[config.mk]
export PLATFORM = sky130hd
export DESIGN_NAME = dcache_ctrl
export DESIGN_NICKNAME = d
export VERILOG_FILES = /design/src/dcache_pkg.sv /design/src/dcache_ctrl.sv
export SDC_FILE = /design/constraint.sdc
export NUM_CORES = 1
export LEC_CHECK = 0
export BUFFER_PORTS_ARGS = -buffer_cell sky130_fd_sc_hd__buf_4
export CORE_AREA = 2 2 88 90
export DETAILED_ROUTE_END_ITERATION = 10
export DIE_AREA = 0 0 90 92
export GPL_TIMING_DRIVEN = 0
export MAX_ROUTING_LAYER = met4
export PLACE_DENSITY = 0.8
export SYNTH_ARGS = -nofsm -noshare
export SYNTH_HDL_FRONTEND = slang
export SYNTH_SLANG_ARGS = --single-unit
[constraint.sdc]
create_clock -name clk -period 5.9 [get_ports clk]
set_input_delay 0.59 -clock clk [delete_from_list [all_inputs] [get_ports clk]]
set_output_delay 0.59 -clock clk [all_outputs]
set_load 0.005 [all_outputs]
[src/dcache_pkg.sv]
package dcache_pkg;

    // processor word and line geometry
    localparam int data_width     = 32;
    localparam int words_per_line = 4;
    localparam int bytes_per_word = 4;    // also the strobe width
    localparam int byte_width     = 8;
    localparam int line_width     = data_width * words_per_line;

    // associativity is fixed, the way logic only handles two
    localparam int num_ways  = 2;
    localparam int way_width = $clog2(num_ways);

    // miss controller states
    typedef enum logic [2:0] {
        lookup,
        miss_dirty,     // waiting for wr_rdy
        write_back,     // waiting for wr_done
        miss_clean,     // waiting for rd_rdy
        refill,         // waiting for ret_valid
        refill_done
    } cache_state_t;

endpackage
[src/dcache_ctrl.sv]
`timescale 1ns/1ps

module dcache_ctrl #(
    parameter int num_sets = 256,
    localparam int index_width  = $clog2(num_sets),
    localparam int offset_width = $clog2(dcache_pkg::words_per_line * dcache_pkg::bytes_per_word),
    localparam int tag_width    = dcache_pkg::data_width - index_width - offset_width
) (
    input  logic                                  clk,
    input  logic                                  reset,
    input  logic                                  req_valid,
    input  logic                                  req_write,
    input  logic [index_width-1:0]                req_index,
    input  logic [tag_width-1:0]                  req_tag,
    input  logic [offset_width-1:0]               req_offset,
    input  logic [dcache_pkg::data_width-1:0]     req_wdata,
    input  logic [dcache_pkg::bytes_per_word-1:0] req_wstrb,
    input  logic [dcache_pkg::num_ways-1:0]       hit_way,
    input  logic [dcache_pkg::num_ways-1:0]       way_dirty,
    input  logic [dcache_pkg::way_width-1:0]      victim_way,
    input  logic [tag_width-1:0]                  victim_tag,
    input  logic                                  rd_rdy,
    input  logic                                  ret_valid,
    input  logic                                  wr_rdy,
    input  logic                                  wr_done,
    output logic                                  busy,
    output logic [index_width-1:0]                lookup_index,
    output logic [index_width-1:0]                buf_index,
    output logic [offset_width-1:0]               buf_offset,
    output logic [dcache_pkg::bytes_per_word-1:0] buf_wstrb,
    output logic [dcache_pkg::data_width-1:0]     buf_wdata,
    output logic [dcache_pkg::way_width-1:0]      sel_way,
    output logic                                  fill_en,
    output logic                                  store_en,
    output logic                                  set_dirty,
    output logic                                  lru_touch,
    output logic [dcache_pkg::way_width-1:0]      lru_way,
    output logic                                  rd_req,
    output logic [dcache_pkg::data_width-1:0]     rd_addr,
    output logic                                  wr_req,
    output logic [dcache_pkg::data_width-1:0]     wr_addr
);

    dcache_pkg::cache_state_t state;
    dcache_pkg::cache_state_t state_next;

    logic                               pend;       // buffered request still needs its lookup
    logic                               buf_write;
    logic [tag_width-1:0]               buf_tag;
    logic                               st_q;       // write buffer holds a store
    logic [dcache_pkg::way_width-1:0]   st_way;
    logic                               accept;
    logic                               hit;
    logic                               done_hit;
    logic [dcache_pkg::way_width-1:0]   hit_idx;

    assign hit      = |hit_way;
    assign hit_idx  = hit_way[1];   // two ways only
    assign done_hit = (state == dcache_pkg::lookup) && pend && hit;

    // a store hit costs one extra cycle for the merge
    assign busy   = (state != dcache_pkg::lookup) || (pend && (!hit || buf_write));
    assign accept = req_valid && !busy;

    // keep re-reading the buffered set while waiting
    assign lookup_index = accept ? req_index : buf_index;

    always_ff @(posedge clk) begin
        if (accept) begin
            buf_write  <= req_write;
            buf_index  <= req_index;
            buf_tag    <= req_tag;
            buf_offset <= req_offset;
            buf_wdata  <= req_wdata;
            buf_wstrb  <= req_wstrb;
        end
        if (done_hit)
            st_way <= hit_idx;
    end

    always_ff @(posedge clk) begin
        if (reset) begin
            pend  <= 1'b0;
            st_q  <= 1'b0;
            state <= dcache_pkg::lookup;
        end else begin
            pend  <= accept || (pend && !done_hit);
            st_q  <= done_hit && buf_write;
            state <= state_next;
        end
    end

    always_comb begin
        state_next = state;
        case (state)
            dcache_pkg::lookup:
                if (pend && !hit)
                    state_next = way_dirty[victim_way] ? dcache_pkg::miss_dirty
                                                       : dcache_pkg::miss_clean;
            dcache_pkg::miss_dirty:
                if (wr_rdy)
                    state_next = dcache_pkg::write_back;
            dcache_pkg::write_back:
                if (wr_done)
                    state_next = dcache_pkg::miss_clean;
            dcache_pkg::miss_clean:
                if (rd_rdy)
                    state_next = dcache_pkg::refill;
            dcache_pkg::refill:
                if (ret_valid)
                    state_next = dcache_pkg::refill_done;
            default:
                state_next = dcache_pkg::lookup;
        endcase
    end

    always_comb begin
        if (st_q)
            sel_way = st_way;
        else if (state == dcache_pkg::lookup && hit)
            sel_way = hit_idx;
        else
            sel_way = victim_way;
    end

    assign fill_en   = (state == dcache_pkg::refill) && ret_valid;
    assign store_en  = st_q;
    assign set_dirty = done_hit && buf_write;
    assign lru_touch = done_hit || fill_en;
    assign lru_way   = sel_way;

    assign rd_req  = (state == dcache_pkg::miss_clean);
    assign wr_req  = (state == dcache_pkg::miss_dirty);
    assign rd_addr = {buf_tag, buf_index, {offset_width{1'b0}}};
    assign wr_addr = {victim_tag, buf_index, {offset_width{1'b0}}};

    assert property (@(posedge clk) disable iff (reset) !(rd_req && wr_req));

    assert property (@(posedge clk) disable iff (reset) state != dcache_pkg::lookup |-> busy);

endmodule

==> metrics.md, run 1 <==
| Metric | Value |
|---|---|
| CP Class | reg2out |
| Post-Synthesis Cells | 173 |
| Synth Area in Adders | 0% |
| Setup violators final | 0 |
| Gr ovfl total | 0 |
| Largest net degree at the start of global routing | 23 |
| Mapped cell area | 0.00284 mm2 |
| Post-Route WL | 7470 um |
| Busiest grt layer | met2 |
| Reg2reg path depth | 6 |
| Placed Instances | 486 |
| Post-synth EDFFs | 62 |
| RSZ-0062 raised after global routing | no |
| Worst-path maximum fanout | 20 |
| Pwr/cell area | 428 mW/mm2 |
| Vias in the first global route | 2,156 |
| Final core occ | 64.4% |
| Hpwl dp | 6070 um |
| Post-route antenna net violation count | 0 |
| Initial antenna violation count | 0 |
| Vias post-DR | 2,131 |
| Number of remaining DRC errors | 0 |
| Met3 Usage GRT | 6.66% |
| Avg WL per Cell | 14.9 um |
| Largest family of logic cells by synthesized area | buffers and inverters |
| Area share of and/or/nand/nor cells after synthesis | 4.62% |
| H-tree depth | 3 |
| Pins over their slew limit | 0 |
| Final hold violation count | 0 |
| N_diodes | 0 |
| Compound-cell area share of the yosys netlist | 4.14% |
| Placer Congestion | 0.813 |
| Post-synthesis mux area share | 3.52% |
| Seq/Total Area, Yosys | 74.6% |
| CTS buffer count | 9 |
| Global-route wire length before repair | 11,200 um |
| Finished Layout Cells | 502 |
| Area grow syn2layout | 68.7% |
| Root buf cell | clkbuf_8 |
| Core ar. | 0.00745 mm2 |
| Asr flop ratio synth | 0% |
| Post-CTS Setup Bufs | 0 |
| Final nets | 496 |
| Most frequent cells in the layout | buf_4, edfxtp_1, dfxtp_1, clkbuf_8 |
| Run status | finished, final reports clean |
| Ports | 230 |
| Die X | 90 um |
| Worst min-delay path class | in2reg |
| FMAX | 283 MHz |
| Worst-Margin Slew | 0.987 ns |
| Synth Flop Type | edfxtp_1 |
| FF-to-FF Start | state[2] |
| Worst Clk Skew | 0.00709 ns |
| Chip height | 92 um |
| 1st-iter DRT viols | 49 |
| Hold Slack | 0.418 ns |
| GR Util All Layers | 18.2% |
| Number of core rows | 32 |
| Die ar. | 0.00828 mm2 |
| GR Layer Usage met1 | 19.0% |
| P_leak | 2.20 nW |
| # Max-Cap Violations | 0 |
| Dpl ws | 2.67 ns |
| TNS Setup | 0 ns |
| Post-route worst setup slack | 2.36 ns |
| Peak supply drop | 0.265 mV |
| Clk Latency, worst-skew pair | 0.34 ns |
| Worst EP arrival | 2.95 ns |
| Port Buffers | 201 |
| Startpoint Class | flip-flop |
| Reg2reg setup slack | 3.32 ns |
| # fillers | 587 |
| HP Start | req_wstrb[0] |
| Clock-pin slew on the worst setup and hold paths | 0.08 ns |
| CTS max path bufs | 2 |
| Avg Inst Size Synth | 16.4 um2 |
| WHS Endpoint | buf_wstrb[0] |
| Syn. warnings | 0 |
| Tcrit/Tclk final | 59.9% |
| Layout cells sized above 1 | 70.5% |
| Worst hold path depth | 1 |
| Post-Synth XOR/XNOR Area | 0% |
| Cts repair resizes | 0 |
| Commonest non-fill, non-tap cell in the layout | buf_4 |
| Final min period | 3.54 ns |
| Netlist cell types | 30 |
| Worst path required time | 5.31 ns |
| Crit end category | output port |
| Register bit count reported by yosys | 75 |
| Clk sinks | 75 |
| Relative slew slack | 34.0% |
| Grt met2 use | 32.5% |
| Starting Density | 38.2% |
| First-pass iteration count of the detailed router | 4 |
| TritonCTS clock tree | done |
| RR Endpoint | buf_index[2] |
| Drt via density | 4.25 |
| CTS Hold Bufs | 0 |
-- critical path, stage by stage, from the launching register on --
cell      delay (ns)
dfxtp_1         0.31
buf_6           0.13
or3_4           0.40
a211oi_4        0.83
buf_16          0.23
buf_8           0.19
mux2_2          0.36
buf_4           0.14
-- area by class of cell --
cell class	count	area (um2)	share of cell area, %
sequential	75	2120	44.2
timing repair buffer	204	1570	32.7
multi-input combinational	54	379	7.91
buffer	48	357	7.44
clock buffer	10	138	2.87
tap	102	128	2.66
clock inverter	6	95.1	1.98
inverter	3	11.3	0.235
-- cells in the mapped netlist, types with 3 or more instances --
| master | instances | share of area (%) |
|---|---|---|
| edfxtp_1 | 62 | 65 |
| mux2_2 | 8 | 3.2 |
| inv_1 | 3 | 0.40 |
| nor3_1 | 3 | 0.53 |
| nand2_1 | 4 | 0.53 |
| dfxtp_1 | 13 | 9.2 |
| o21ai_0 | 3 | 0.53 |
| buf_4 | 45 | 12 |
| a21oi_1 | 5 | 0.88 |
| nor2_1 | 3 | 0.40 |
-- logic make-up (layout without fill, tap and decap cells) --
family | Yosys count | after routing
buffers and inverters | 51 | 271
AO/OA/AOI/OAI | 15 | 15
AND/OR/NAND/NOR | 22 | 22
other | 1 | 8
flip-flops | 75 | 75
multiplexers | 9 | 9
-- how the worst max path moves through the flow --
stage	start	depth (start not counted)	endpoint	slack, ns
final	state[2]	7	lookup_index[2]	2.36
after global routing	state[2]	7	lookup_index[6]	2.20
after CTS	state[2]	7	lookup_index[2]	2.33
after detailed placement	hit_way[0]	7	lookup_index[2]	2.67
after global placement	hit_way[0]	5	lookup_index[0]	1.39
after floorplan	state[2]	4	lookup_index[0]	2.19
-- report_power, final --
part           internal, mW  switching (mW)  total (mW)
clock                 0.254           0.194       0.448
combinational         0.485           0.291       0.776
sequential            0.760          0.0678       0.828
-- flip-flops by register name, summed over array words and instances, names as in the netlist --
signal      count
buf_index       8
buf_offset      4
buf_tag        20
buf_wdata      32
buf_write       1
buf_wstrb       4
pend            1
st_way          1
state           3
store_en        1
-- routing by layer --
| metal | vias to the layer above | part of all wire (%) | wire (um) |
|---|---|---|---|
| li1 | 1020 | - | - |
| met1 | 985 | 36 | 2700 |
| met2 | 119 | 54 | 4060 |
| met3 | 7 | 8.4 | 625 |
| met4 | 0 | 0.99 | 74 |
| met5 | - | 0 | 0 |
-- metrics by stage --
stage               cell area [um2]  power [mW]
finish                         4800        2.05
global route                   4800        2.16
CTS                            4800        2.08
detailed placement             4560        1.63
global placement               4510        1.57
floorplan                      2870        1.13
No activity file was read; power rests on OpenSTA's default activity.
==> run 2, diff against run 1 <==
--- a/config.mk
+++ b/config.mk
@@ -6,9 +6,9 @@
 export NUM_CORES = 1
 export LEC_CHECK = 0
 export BUFFER_PORTS_ARGS = -buffer_cell sky130_fd_sc_hd__buf_4
-export CORE_AREA = 2 2 88 90
+export CORE_MARGIN = 2
+export CORE_UTILIZATION = 39
 export DETAILED_ROUTE_END_ITERATION = 10
-export DIE_AREA = 0 0 90 92
 export GPL_TIMING_DRIVEN = 0
 export MAX_ROUTING_LAYER = met4
 export PLACE_DENSITY = 0.8
==> constraint.sdc (replaced) <==
create_clock -name clk -period 3.35 [get_ports clk]
set_input_delay 0.335 -clock clk [delete_from_list [all_inputs] [get_ports clk]]
set_output_delay 0.335 -clock clk [all_outputs]
set_load 0.005 [all_outputs]
==> run 2 against run 1 <==
Effect of this change:
- via count up 2.3%
- first-iteration DRC count down 16%
- worst setup slack worse by 2.2 ns
- count of clock-buffer cells in the layout down 1
- design area down 0.76%
- clock power up 54%
- sequential cell count unchanged
- utilization up 2.3 points
- global-route usage down 0.42 points
- register-to-register slack worse by 2.4 ns
- non-clock buffer count unchanged
- largest power group unchanged
- highest routed layer unchanged
==> metrics.md, run 2 (synthesized netlist as in run 1, its figures left out) <==
| Metric | Value |
|---|---|
| Core ar. | 0.00714 mm2 (-4.2%) |
| Final nets | 496 (unchanged) |
| CP Class | reg2out |
| Setup violators final | 0 (unchanged) |
| Dpl ws | 0.526 ns (-2.14 ns) |
| Initial antenna violation count | 0 (unchanged) |
| Post-route worst setup slack | 0.193 ns (-2.17 ns) |
| Gr ovfl total | 0 (unchanged) |
| Largest net degree at the start of global routing | 23 (unchanged) |
| Post-route antenna net violation count | 0 (unchanged) |
| Die X | 89.4 um (-0.69%) |
| Final hold violation count | 0 (unchanged) |
| Relative slew slack | 36.6% (+2.7 points) |
| FMAX | 317 MHz |
| Slowest CP cell | a211oi_4 |
| First-pass iteration count of the detailed router | 5 (+1) |
| Placer Congestion | 0.767 (-5.6%) |
| Placed Instances | 483 (-0.62%) |
| CTS max path bufs | 2 (unchanged) |
| # Max-Cap Violations | 0 (unchanged) |
| Number of core rows | 31 (-3.1%) |
| Number of remaining DRC errors | 0 (unchanged) |
| Worst-Margin Slew | 0.948 ns (-0.0398 ns) |
| Worst EP arrival | 2.82 ns (-0.13 ns) |
| Chip height | 89.4 um (-2.9%) |
| Final min period | 3.16 ns |
| Worst-path maximum fanout | 20 (unchanged) |
| Port Buffers | 201 (unchanged) |
| Run status | finished, final reports clean |
| P_leak | 2.18 nW (-0.99%) |
| Peak supply drop | 0.358 mV (+35%) |
| Largest register by flop count | buf_wdata |
| Worst Clk Skew | 0.0110 ns (+0.00386 ns) |
| Layout cells sized above 1 | 70.5% (unchanged) |
| Drt via density | 4.37 (+3.0%) |
| Dpl cell area | 0.00456 mm2 (about the same) |
| Area grow syn2layout | 67.4% |
| Pins over their slew limit | 0 (unchanged) |
| Clock-pin slew on the worst setup and hold paths | 0.08 ns (about the same) |
| Global-route wire length before repair | 10,100 um (-10%) |
| 1st-iter DRT viols | 41 (-16%) |
| Crit path cell chain | buf_6, or3_4, a211oi_4, buf_8, buf_16, mux2_2, buf_4 |
| Crit end category | output port |
| N_diodes | 0 (unchanged) |
| GR Util All Layers | 17.8% (-0.42 points) |
| CTS Hold Bufs | 0 (unchanged) |
| Hpwl dp | 6040 um (-0.55%) |
| CTS buffer count | 9 (unchanged) |
| Cts repair resizes | 0 (unchanged) |
| Root buf cell | clkbuf_8 |
| Worst min-delay path class | in2reg |
| Starting Density | 39.8% (+1.7 points) |
| Most frequent cells in the layout | buf_4, edfxtp_1, dfxtp_1, clkbuf_8 |
| Tcrit/Tclk final | 94.2% |
| Vias in the first global route | 2,024 (-6.1%) |
| Worst path required time | 3.01 ns (-2.30 ns) |
| Clk Latency, worst-skew pair | 0.34 ns (about the same) |
| Vias post-DR | 2,181 (+2.3%) |
| Post-Route WL | 7480 um (+0.13%) |
| Design Area, Final | 0.00476 mm2 (-0.76%) |
| Pwr/cell area | 739 mW/mm2 (+73%) |
| Finished Layout Cells | 499 (-0.60%) |
| Post-CTS Setup Bufs | 0 (unchanged) |
| Startpoint Class | flip-flop |
| # fillers | 558 (-4.9%) |
| Ports | 230 (unchanged) |
| Clk sinks | 75 (unchanged) |
| Crit-path max cell delay | 0.75 ns (-0.08 ns) |
| Max FFs per register | 32 (unchanged) |
| Largest regs | buf_wdata x32, buf_tag x20, buf_index x8 |
| Die ar. | 0.00799 mm2 (-3.5%) |
| TritonCTS clock tree | done |
| RSZ-0062 raised after global routing | no |
| H-tree depth | 3 (unchanged) |
| Commonest non-fill, non-tap cell in the layout | buf_4 |
| Avg WL per Cell | 15.0 um (+0.74%) |
## run 2: cell count changes in the layout (fill, tap and decap cells not counted), sizes merged
cell,delta
clkbuf,-1
clkinv,+1
bufinv,-1
inv,-1
clkinvlp,+2
## run 2: cell type report
cell class | instances | area, um2 | share of cell area, %
repair buffers | 204 | 1570 | 32.9
clock inverters | 7 | 76.3 | 1.60
plain buffers | 48 | 357 | 7.49
inverters | 3 | 11.3 | 0.237
clock buffers | 9 | 124 | 2.60
flip-flops and latches | 75 | 2120 | 44.6
multi-input cells | 54 | 379 | 7.97
well taps | 99 | 124 | 2.60
## run 2: power breakdown
part	switching, mW	internal, mW
Sequential	0.121	1.34
Combinational	0.517	0.854
Clock	0.341	0.347
Total	0.979	2.54
## run 2: worst paths after layout
kind                 start  cells after the start              end  slack [ns]
max               state[2]                      7  lookup_index[1]        0.19
min reg2reg   buf_index[6]                      1     buf_index[6]        0.57
max reg2reg       state[2]                      6     buf_index[1]        0.90
min          req_wdata[11]                      1    buf_wdata[11]        0.16
## run 2: metal layers
| metal | wire length, um | GRT usage (%) |
|---|---|---|
| met2 | 3950 | 29.7 |
| met4 | 161 | 8.01 |
| met3 | 793 | 6.19 |
| met5 | 0 | - |
| met1 | 2570 | 19.0 |
## run 2: metrics by stage
| step | total power, mW | util, % | hold WS (ns) | setup TNS (ns) |
|---|---|---|---|---|
| 2_1_floorplan | 1.99 | - | 0.404 | 0 |
| 3_3_place_gp | 2.78 | 63.1 | 0.513 | -26.90 |
| 3_5_place_dp | 2.87 | 63.9 | 0.514 | 0 |
| 4_1_cts | 3.55 | 66.7 | 0.143 | 0 |
| 5_1_grt | 3.73 | 66.7 | 0.136 | 0 |
| 6_report | 3.52 | 66.7 | 0.161 | 0 |
## run 2: worst max-delay path, delay by kind of cell, from the launching register on
kind,cells,cell delay [ns]
AO/OA/AOI/OAI,1,0.75
buffers and inverters,4,0.71
flip-flops,1,0.31
multiplexers,1,0.35
AND/OR/NAND/NOR,1,0.35
