[config.mk]
export PLATFORM = sky130hd
export DESIGN_NAME = dcache_lru
export DESIGN_NICKNAME = d
export VERILOG_FILES = /design/src/dcache_pkg.sv /design/src/dcache_lru.sv
export SDC_FILE = /design/constraint.sdc
export NUM_CORES = 1
export LEC_CHECK = 0
export BUFFER_PORTS_ARGS = -buffer_cell sky130_fd_sc_hd__buf_2
export CORE_MARGIN = 1
export CORE_UTILIZATION = 23
export CTS_CLUSTER_DIAMETER = 100
export DETAILED_ROUTE_END_ITERATION = 8
export PLACE_DENSITY = 0.37
export REMOVE_ABC_BUFFERS = 1
export SETUP_SLACK_MARGIN = 0.5
export SLEW_MARGIN = 25
export SYNTH_ARGS = -nofsm -noshare
export SYNTH_HDL_FRONTEND = slang
export SYNTH_SLANG_ARGS = --single-unit
[constraint.sdc]
create_clock -name clk -period 2.6 [get_ports clk]
set_input_delay 0 -clock clk [delete_from_list [all_inputs] [get_ports clk]]
set_output_delay 0 -clock clk [all_outputs]
set_load 0.01 [all_outputs]
[src/dcache_pkg.sv]
package dcache_pkg;

    // processor word and line geometry
    localparam int data_width     = 32;
    localparam int words_per_line = 4;
    localparam int bytes_per_word = 4;    // also the strobe width
    localparam int byte_width     = 8;
    localparam int line_width     = data_width * words_per_line;

    // associativity is fixed, the way logic only handles two
    localparam int num_ways  = 2;
    localparam int way_width = $clog2(num_ways);

    // miss controller states
    typedef enum logic [2:0] {
        lookup,
        miss_dirty,     // waiting for wr_rdy
        write_back,     // waiting for wr_done
        miss_clean,     // waiting for rd_rdy
        refill,         // waiting for ret_valid
        refill_done
    } cache_state_t;

endpackage
[src/dcache_lru.sv]
`timescale 1ns/1ps

module dcache_lru #(
    parameter int num_sets = 256,
    localparam int index_width = $clog2(num_sets)
) (
    input  logic                             clk,
    input  logic                             reset,
    input  logic                             lru_touch,
    input  logic [index_width-1:0]           buf_index,
    input  logic [dcache_pkg::way_width-1:0] lru_way,
    output logic [dcache_pkg::way_width-1:0] victim_way
);

    // bit set = way 1 is the older one
    logic [num_sets-1:0] lru_q;

    always_ff @(posedge clk) begin
        if (reset)
            lru_q <= '0;
        else if (lru_touch)
            lru_q[buf_index] <= ~lru_way;   // point at the other way
    end

    assign victim_way = lru_q[buf_index];

endmodule

==> results of run 1 <==
## logic make-up (layout without fill, tap and decap cells)
group                  after synthesis  in the layout
muxes                               64             64
AOI/OAI and AO/OA                  539            539
and+or+nand+nor                    103            103
DFF                                256            256
buffers and inverters              185            158
## where the power goes
part / total (mW) / internal [mW] / switching (mW)
combinational: 0.578 / 0.165 / 0.413
sequential: 3.94 / 3.93 / 0.00461
clock: 4.72 / 2.93 / 1.79
## final cells by class
class	instances	area share
Clock buffer	52	0.07005
Sequential cell	256	0.3684
Clock inverter	6	0.01043
Timing Repair Buffer	99	0.07068
Inverter	1	0.0002698
Tap cell	664	0.05971
Multi-Input combinational cell	706	0.4204
## timing repair
item / 4_1_cts / 5_1_grt
endpoints found under the setup margin: 1 / 8
setup buffers: 1 / 0
resized for setup: 18 / 4
endpoints found under the hold margin: 50 / 0
hold buffers: 5 / 0
pin swaps: 9 / 0
## worst max-delay path: cells and delay by family (launching register included)
kind | cells | cell delay (ps)
buffers and inverters | 2 | 310
AO/OA/AOI/OAI | 3 | 470
multiplexers | 1 | 470
AND/OR/NAND/NOR | 2 | 650
flip-flops | 1 | 310
## placed cells by master (no fill, tap or decap), types with 3 or more instances in the layout
master | Yosys | routed
nand2_1 | 3 | 3
buf_2 | 27 | 7
and3_1 | 37 | 37
nor2_2 | 0 | 11
nor2_1 | 37 | 26
nor3_2 | 0 | 4
and2_1 | 6 | 6
a211oi_1 | 22 | 22
bufinv_16 | 0 | 4
clkbuf_16 | 0 | 31
a22oi_2 | 0 | 11
mux4_2 | 64 | 64
a311oi_1 | 234 | 234
clkbuf_1 | 134 | 9
clkbuf_8 | 0 | 14
nand2b_1 | 3 | 3
buf_12 | 0 | 18
a21oi_1 | 250 | 249
dlygate4sd3_1 | 0 | 5
buf_4 | 2 | 65
a22oi_1 | 32 | 21
dfxtp_1 | 256 | 255
## layer usage
metal  part of all wire  global-route usage
met4              0.015             0.02659
met1               0.50              0.2166
met5                  0                   0
met3              0.036             0.01879
met2               0.45              0.2311
## worst max path at each step
stage,depth (start not counted),slack [ps],to,start
2_1_floorplan,4,110,lru_q[0]$_SDFFE_PP0P_,buf_index[5]
6_report,8,-190,victim_way,lru_q[199]$_SDFFE_PP0P_
4_1_cts,8,-240,victim_way,lru_q[239]$_SDFFE_PP0P_
5_1_grt,8,-340,victim_way,lru_q[231]$_SDFFE_PP0P_
3_3_place_gp,10,-140,victim_way,buf_index[0]
3_5_place_dp,10,-70,victim_way,buf_index[0]
## per-stage QoR
stage	std cells	hold WS, ps
after global placement	1720	483.9
after CTS	1784	17.43
final	1784	37.94
after detailed placement	1720	491.0
after global routing	1784	59.81
after floorplan	963	72.14
## synth_stat cells
cell,n
nor2_1,37
nor2b_1,4
buf_1,18
buf_4,2
o22ai_1,1
buf_6,3
nor4_1,5
a21oi_1,250
a211oi_1,22
nand2b_1,3
and2_1,6
mux4_2,64
dfxtp_1,256
and3_1,37
clkbuf_1,134
a22oi_1,32
buf_2,27
or2_2,1
a311oi_1,234
or3_1,1
nor3_1,5
nand2_1,3
inv_1,1
nand4_1,1
==> metrics.txt, run 1 <==
RD Place Congestion 0.7419; synth warn 0; Post-DP Area 12,620 sq um; final worst setup slack -191.9 ps; Worst Path Required 2600 ps; RR Startpoint lru_q[14]$_SDFFE_PP0P_; DR iter-0 viols 694; area leader, netlist dfxtp_1; Synth Area in Adders 0; Pleak 4.132 nW; max cap viols 0; combinational family with the most area after synthesis compound AO/OA/AOI/OAI gates; DR WL/cell 21.02 um; Syn Area/Cell 10.09 sq um; DR vias 9,405; relative slew slack 0.4552; RSZ-0062 raised after global routing true; Biggest register lru_q; post-synthesis compound-gate area fraction 0.3207; Synth Area in XOR/XNOR 0; peak supply drop 519.9 uV; Starting Density 0.2350; Seq/Total Area, Yosys 0.4428; die footprint 51,230 sq um; flop2flop setup slack 1820 ps; critical path data arrival time 2790 ps; global route overflow 0; Core Util, Final 0.2825; outcome finished, violations left; final setup violation count 1; Ports 13; antenna diode count 0; Fmax 358.2 MHz; TritonCTS clock tree built; Port Buffers 12; worst hold path class primary input to register; Worst Hold Depth 2; Die Span Y 226.3 um; FF-to-FF End lru_q[14]$_SDFFE_PP0P_; Site Rows 81; Via density 5.272; CTS max path bufs 3; pre-CTS setup slack -74.84 ps; H-tree depth 1; mux cell area share after synthesis 0.1245; critical path capture point type primary output; Regs by FF count lru_q: 256 flops; Filler cells 5,183; Residual DRC 0; largest net degree at the start of global routing 86; post-route ant nets 0; fin area 13,910 sq um; Final Slew Violations 0; crit share post-route 1.074; Worst-path clk slew 60 ps; Synth top area share 0.4428; crit-path cells mux4_2 > a22oi_2 > a21oi_1 > nor4_4 > buf_4 > o22ai_4 > or3_4 > buf_6; core area 49,250 sq um; startpoint types register; WL final 37,500 um; synthesized area 11,570 sq um; CP peak stage delay 470 ps; Yosys cell types 24; area of the multi-input gates 5849 sq um; Clock Skew 0 ps; Final nets 1,107; r2r worst-path depth 2; Setup CP Type register to primary output; Power Total 9.236 mW; final hold violations 0; layout cells sized above 1 0.2170; CP max FO 2; initial antenna violation count 0; vias in the first global route 9,177; Seq. cell area 5126 sq um; clock sinks 256; Simple-Gate Fraction of Synth Area 0.04648; GRT Total Usage 0.1476; Post-DP HPWL 21,580 um; pwr dens 663.8 nW/um^2; Yosys reg bits 256; clk root buf clkbuf_16; Hold Crit Start reset; max reg flops 256; global-route wire length before repair 59,150 um; setup_tns -191.9 ps; DRT Pass-1 Iters 8; Worst Hold End lru_q[208]$_SDFFE_PP0P_; Slew @ Worst Pin 813.5 ps; P&R area growth vs syn 20.20%; CP max stage cell mux4_2; Die W 226.3 um; post-layout min period 2792 ps; top cells by area, synth dfxtp_1, a311oi_1, mux4_2; violated checks negative setup slack; Post-Synthesis Cells 1,147; Num CTS Buffers 31; clk_lat worst skew 580 ps
No activity file was read; power rests on OpenSTA's default activity.
==> inputs of run 2 (changes only) <==
--- a/config.mk
+++ b/config.mk
@@ -6,6 +6,7 @@
 export NUM_CORES = 1
 export LEC_CHECK = 0
 export BUFFER_PORTS_ARGS = -buffer_cell sky130_fd_sc_hd__buf_2
+export CORE_ASPECT_RATIO = 0.75
 export CORE_MARGIN = 1
 export CORE_UTILIZATION = 23
 export CTS_CLUSTER_DIAMETER = 100
==> constraint.sdc (replaced) <==
create_clock -name clk -period 2.6 [get_ports clk]
set_input_delay 0 -clock clk [delete_from_list [all_inputs] [get_ports clk]]
set_output_delay 0 -clock clk [all_outputs]
set_load 0.005 [all_outputs]
==> metrics.txt, run 2 (synthesis results as in run 1) <==
post-layout min period 2735 ps (-56.84 ps); setup_tns -135.0 ps (+56.84 ps); sw power 2.139 mW (-3.0%); Port Buffers 12 (unchanged); DRT Pass-1 Iters 5 (-3); DR WL/cell 21.38 um (+1.7%); relative slew slack 0.3780 (-0.07714); Starting Density 0.2352 (about the same); CTS max path bufs 3 (unchanged); placed cells 1,700 (-1.2%); critical path data arrival time 2740 ps (-50 ps); commonest non-fill, non-tap cells in the layout dfxtp_1, a21oi_1, a311oi_1; Residual DRC 0 (unchanged); outcome finished, violations left; RSZ-0062 raised after global routing true; max reg flops 256 (unchanged); Die Span Y 196.3 um (-13%); most common cell after layout, fill and taps aside dfxtp_1; Site Rows 70 (-14%); clk_lat worst skew 570 ps (about the same); Ports 13 (unchanged); crit-path cells mux4_2 > a22oi_2 > a21oi_2 > nor4_2 > buf_4 > o22ai_4 > or3_4 > buf_6; Fmax 365.6 MHz (+2.1%); # hold bufs at CTS 0 (-5); critical path capture point type primary output; final setup violation count 1 (unchanged); final worst setup slack -135.0 ps (+56.84 ps); Final nets 1,095 (-1.1%); vias in the first global route 9,098 (-0.86%); post-route ant nets 0 (unchanged); antenna diode count 0 (unchanged); die footprint 51,240 sq um (about the same); Worst Path Required 2600 ps (about the same); CP peak stage delay 460 ps (about the same); WL final 37,420 um (-0.21%); violated checks negative hold slack, negative setup slack; Worst-path clk slew 60 ps (about the same); RD Place Congestion 0.7532 (+1.5%); TritonCTS clock tree built; Via density 5.384 (+2.1%); Biggest register lru_q; startpoint types register; Regs by FF count lru_q: 256 flops; DR iter-0 viols 772 (+11%); global route overflow 0 (unchanged); final hold violations 2 (+2); clk root buf clkbuf_16; DR vias 9,422 (+0.18%); area of the multi-input gates 5846 sq um (about the same); CP max FO 2 (unchanged); Filler cells 5,178 (-0.096%); H-tree depth 1 (unchanged); Num CTS Buffers 28 (-9.7%); GRT Total Usage 0.1462 (-0.001390); max cap viols 0 (unchanged); CP max stage cell mux4_2; Final Slew Violations 0 (unchanged); Post-DP HPWL 21,920 um (+1.6%); Setup CP Type register to primary output; core area 49,220 sq um (about the same); Clock Skew 0 ps (unchanged); Int Power 6.330 mW (-10%); global-route wire length before repair 58,760 um (-0.65%); Layout Cells excl Fill 1,750 (-1.9%); pwr dens 627.5 nW/um^2 (-5.5%); Comb power frac 0.067 (+0.004); P&R area growth vs syn 16.61%; Seq. cell area 5127 sq um (about the same); Slew @ Worst Pin 932.9 ps (+119.4 ps); switching fraction of total power 0.2526 (+0.01388); Seq pwr share 0.465 (+0.039); Pleak 3.957 nW (-4.3%); Core Util, Final 0.2742 (-0.008252); initial antenna violation count 1 (+1); crit share post-route 1.052 (-0.02186); final hold slack -3.802 ps (-41.74 ps); clock sinks 256 (unchanged); Clk network pwr share 0.469 (-0.042); largest net degree at the start of global routing 168 (+95%); worst hold path class primary input to register; peak supply drop 432.9 uV (-17%); layout cells sized above 1 0.2142 (-0.002808); Die W 261.0 um (+15%)
==> run 2: cell types whose count changed in the layout (fill, tap and decap cells not counted), sizes merged <==
| cell | delta |
|---|---|
| clkinvlp | +1 |
| clkbuf | -14 |
| clkinv | +7 |
| dlygate4sd3 | -5 |
| bufinv | -3 |
| buf | -4 |
==> run 2: layout make-up <==
cell class,instances,share of cell area
Multi-Input combinational cell,706,0.4331
Sequential cell,256,0.3799
Timing Repair Buffer,90,0.06016
Tap cell,648,0.06007
Clock buffer,38,0.05914
Clock inverter,11,0.007416
Inverter,1,0.0002781
==> run 2: layer usage <==
| metal | vias up | global-route usage | wire (um) |
|---|---|---|---|
| met4 | 0 | 0.02498 | 594 |
| li1 | 4511 | - | - |
| met1 | 4693 | 0.2274 | 19450 |
| met3 | 35 | 0.02209 | 1438 |
| met2 | 183 | 0.2110 | 15930 |
| met5 | - | 0 | 0 |
==> run 2: path summary, 6_finish.rpt <==
check                                              from                 endpoint  slack, ps  cells past startpoint
worst max-delay path            lru_q[231]$_SDFFE_PP0P_               victim_way       -140                      8
worst min-delay path                              reset   lru_q[56]$_SDFFE_PP0P_         -4                      3
worst max register to register  lru_q[215]$_SDFFE_PP0P_  lru_q[215]$_SDFFE_PP0P_       1760                      3
worst min register to register  lru_q[253]$_SDFFE_PP0P_  lru_q[253]$_SDFFE_PP0P_        500                      2
==> run 2: what timing repair did <==
item / in CTS / in global routing
endpoints found under the hold margin: 0 / 0
buffers inserted: 1 / 0
gates resized for setup: 15 / 7
endpoints found under the setup margin: 1 / 1
pin swaps: 7 / 5
==> run 2: power by group through the flow <==
stage | sequential, mW | clock [mW] | combinational [mW]
after floorplan | 4.02 | 0 | 0.161
after global placement | 4.02 | 0 | 0.564
after detailed placement | 4.02 | 0 | 0.561
after CTS | 3.93 | 4.13 | 0.567
after global routing | 3.93 | 4.27 | 0.606
final | 3.94 | 3.97 | 0.564
==> run 2: critical path, delay by kind of cell (launching register included) <==
kind                   cells  cell delay [ps]
AO/OA/AOI/OAI              3              410
flip-flops                 1              320
AND/OR/NAND/NOR            2              680
multiplexers               1              460
buffers and inverters      2              310
==> run 2: per-stage QoR <==
| step | total power [mW] | area (sq um) | setup WS, ps |
|---|---|---|---|
| CTS | 8.628 | 13470 | -180.5 |
| global placement | 4.587 | 12480 | -43.64 |
| detailed placement | 4.584 | 12480 | -38.37 |
| finish | 8.469 | 13500 | -135.0 |
| floorplan | 4.182 | 10820 | 108.0 |
| global route | 8.809 | 13500 | -230.9 |
==> inputs of run 3 (changes only) <==
--- a/config.mk
+++ b/config.mk
@@ -12,7 +12,6 @@
 export CTS_CLUSTER_DIAMETER = 100
 export DETAILED_ROUTE_END_ITERATION = 8
 export PLACE_DENSITY = 0.37
-export REMOVE_ABC_BUFFERS = 1
 export SETUP_SLACK_MARGIN = 0.5
 export SLEW_MARGIN = 25
 export SYNTH_ARGS = -nofsm -noshare
==> metrics.txt, run 3 (synthesis results as in run 1) <==
outcome finished, violations left; violated checks negative setup slack; max cap viols 0 (unchanged); Site Rows 70 (unchanged); layout cells sized above 1 0.2164 (+0.002255); Layout Cells excl Fill 1,757 (+0.40%); clock sinks 256 (unchanged); startpoint types register; Final nets 1,103 (+0.73%); largest net degree at the start of global routing 85 (-49%); global-route wire length before repair 61,060 um (+3.9%); worst hold path class primary input to register; Die Span Y 196.3 um (unchanged); Port Buffers 12 (unchanged); setup_tns -199.5 ps (-64.44 ps); Fmax 357.2 MHz (-2.3%); crit share post-route 1.077 (+0.02478); Num CTS Buffers 28 (unchanged); Setup CP Type register to primary output; max reg flops 256 (unchanged); Worst Path Required 2600 ps (about the same); delay-heaviest family, CP simple AND/OR/NAND/NOR gates; Via density 5.444 (+1.1%); Pleak 4.012 nW (+1.4%); Hold Crit Start reset; WL final 39,510 um (+5.6%); r2r worst-path depth 2 (-1); initial antenna violation count 0 (-1); post-layout min period 2799 ps (+64.44 ps); FF-to-FF End lru_q[81]$_SDFFE_PP0P_; Clock Skew 0 ps (unchanged); CP max FO 2 (unchanged); vias in the first global route 8,940 (-1.7%); Filler cells 5,205 (+0.52%); DR vias 9,565 (+1.5%); pwr dens 625.3 nW/um^2 (-0.34%); buffers and inverters on the worst path 3 (+1); critical path data arrival time 2800 ps (+60 ps); Core Util, Final 0.2773 (+0.003075); Worst-path clk slew 60 ps (about the same); critical path capture point type primary output; final worst setup slack -199.5 ps (-64.44 ps); peak supply drop 353.7 uV (-18%); placed cells 1,707 (+0.41%); CTS max path bufs 3 (unchanged); global route overflow 0 (unchanged); RSZ-0062 raised after global routing true; DR WL/cell 22.49 um (+5.2%); Ports 13 (unchanged); post-route ant nets 0 (unchanged); Starting Density 0.2352 (unchanged); Slew @ Worst Pin 680.9 ps (-252.0 ps); most common cell after layout, fill and taps aside dfxtp_1; DR iter-0 viols 925 (+20%); core area 49,220 sq um (unchanged); H-tree depth 1 (unchanged); Worst Hold Depth 2 (-1); Setup Buffers After CTS 0 (-1); die footprint 51,240 sq um (unchanged); Die W 261.0 um (unchanged); Post-DP HPWL 22,600 um (+3.1%); Worst Hold End lru_q[193]$_SDFFE_PP0P_; crit-path cells mux4_2 > a22oi_2 > buf_4 > a21oi_2 > nor4_2 > buf_4 > o22ai_2 > or3_4 > buf_6; clk_lat worst skew 560 ps (about the same); post-synth net total 1,159; relative slew slack 0.5461 (+0.1680); CP max stage cell mux4_2; final setup violation count 1 (unchanged); Final Slew Violations 0 (unchanged); RD Place Congestion 0.7246 (-3.8%); final hold violations 0 (-2); pre-CTS setup slack -151.8 ps (-113.4 ps); clk root buf clkbuf_16; TritonCTS clock tree built; Residual DRC 0 (unchanged); Post-DP Area 12,620 sq um (+1.1%); fin area 13,650 sq um (+1.1%); P&R area growth vs syn 17.92%; CP peak stage delay 470 ps (about the same); flop2flop setup slack 1810 ps (+50 ps); Biggest register lru_q; DRT Pass-1 Iters 7 (+2); RR Startpoint lru_q[81]$_SDFFE_PP0P_; Regs by FF count lru_q: 256 flops; GRT Total Usage 0.1536 (+0.007421); cell mode on critical path buf_4; commonest non-fill, non-tap cells in the layout dfxtp_1, a21oi_1, a311oi_1; antenna diode count 0 (unchanged)
run 3: layout make-up:
type / instances / area, sq um / share of cell area
multi-input combinational: 706 / 5832 / 0.4273
tap: 648 / 810.8 / 0.05940
inverter: 1 / 3.754 / 0.0002750
timing repair buffer: 98 / 972.2 / 0.07123
sequential: 256 / 5127 / 0.3757
clock buffer: 41 / 840.8 / 0.06160
clock inverter: 7 / 62.56 / 0.004583
run 3: routing by layer:
metal,vias to the layer above,track usage,part of all wire
met5,-,0,0
met4,0,0.02584,0.014
met3,39,0.02274,0.050
met2,270,0.2112,0.41
met1,4715,0.2481,0.53
li1,4541,-,-
run 3: what timing repair did:
item,in CTS,in global routing
hold buffers,2,0
endpoints found under the hold margin,1,0
pin swaps,9,1
setup endpoints to repair,1,10
gates resized for setup,17,5
run 3: how the worst max path moves through the flow:
| stage | start | endpoint | slack, ps | depth (start not counted) |
|---|---|---|---|---|
| floorplan | buf_index[1] | victim_way | 690 | 8 |
| global placement | buf_index[0] | victim_way | -290 | 9 |
| detailed placement | buf_index[0] | victim_way | -150 | 10 |
| CTS | lru_q[119]$_SDFFE_PP0P_ | victim_way | -200 | 9 |
| global route | lru_q[159]$_SDFFE_PP0P_ | victim_way | -300 | 8 |
| finish | lru_q[87]$_SDFFE_PP0P_ | victim_way | -200 | 9 |
run 3: worst reg2reg max path, stage by stage, from the launching register on:
cell and delay (ps):
dfxtp_1 330, a21oi_1 50, a311oi_1 310
run 3: metrics by stage:
step	power (mW)	hold WS, ps
final	8.536	68.84
after global routing	8.868	102.7
after CTS	8.665	63.70
after detailed placement	4.607	492.9
after global placement	4.610	482.9
after floorplan	4.360	274.3
run 3: where the power goes:
part	total, mW	internal (mW)	switching [mW]
Sequential	3.94	3.93	0.00469
Clock	4.01	2.32	1.70
Combinational	0.587	0.164	0.423
Total	8.54	6.41	2.13
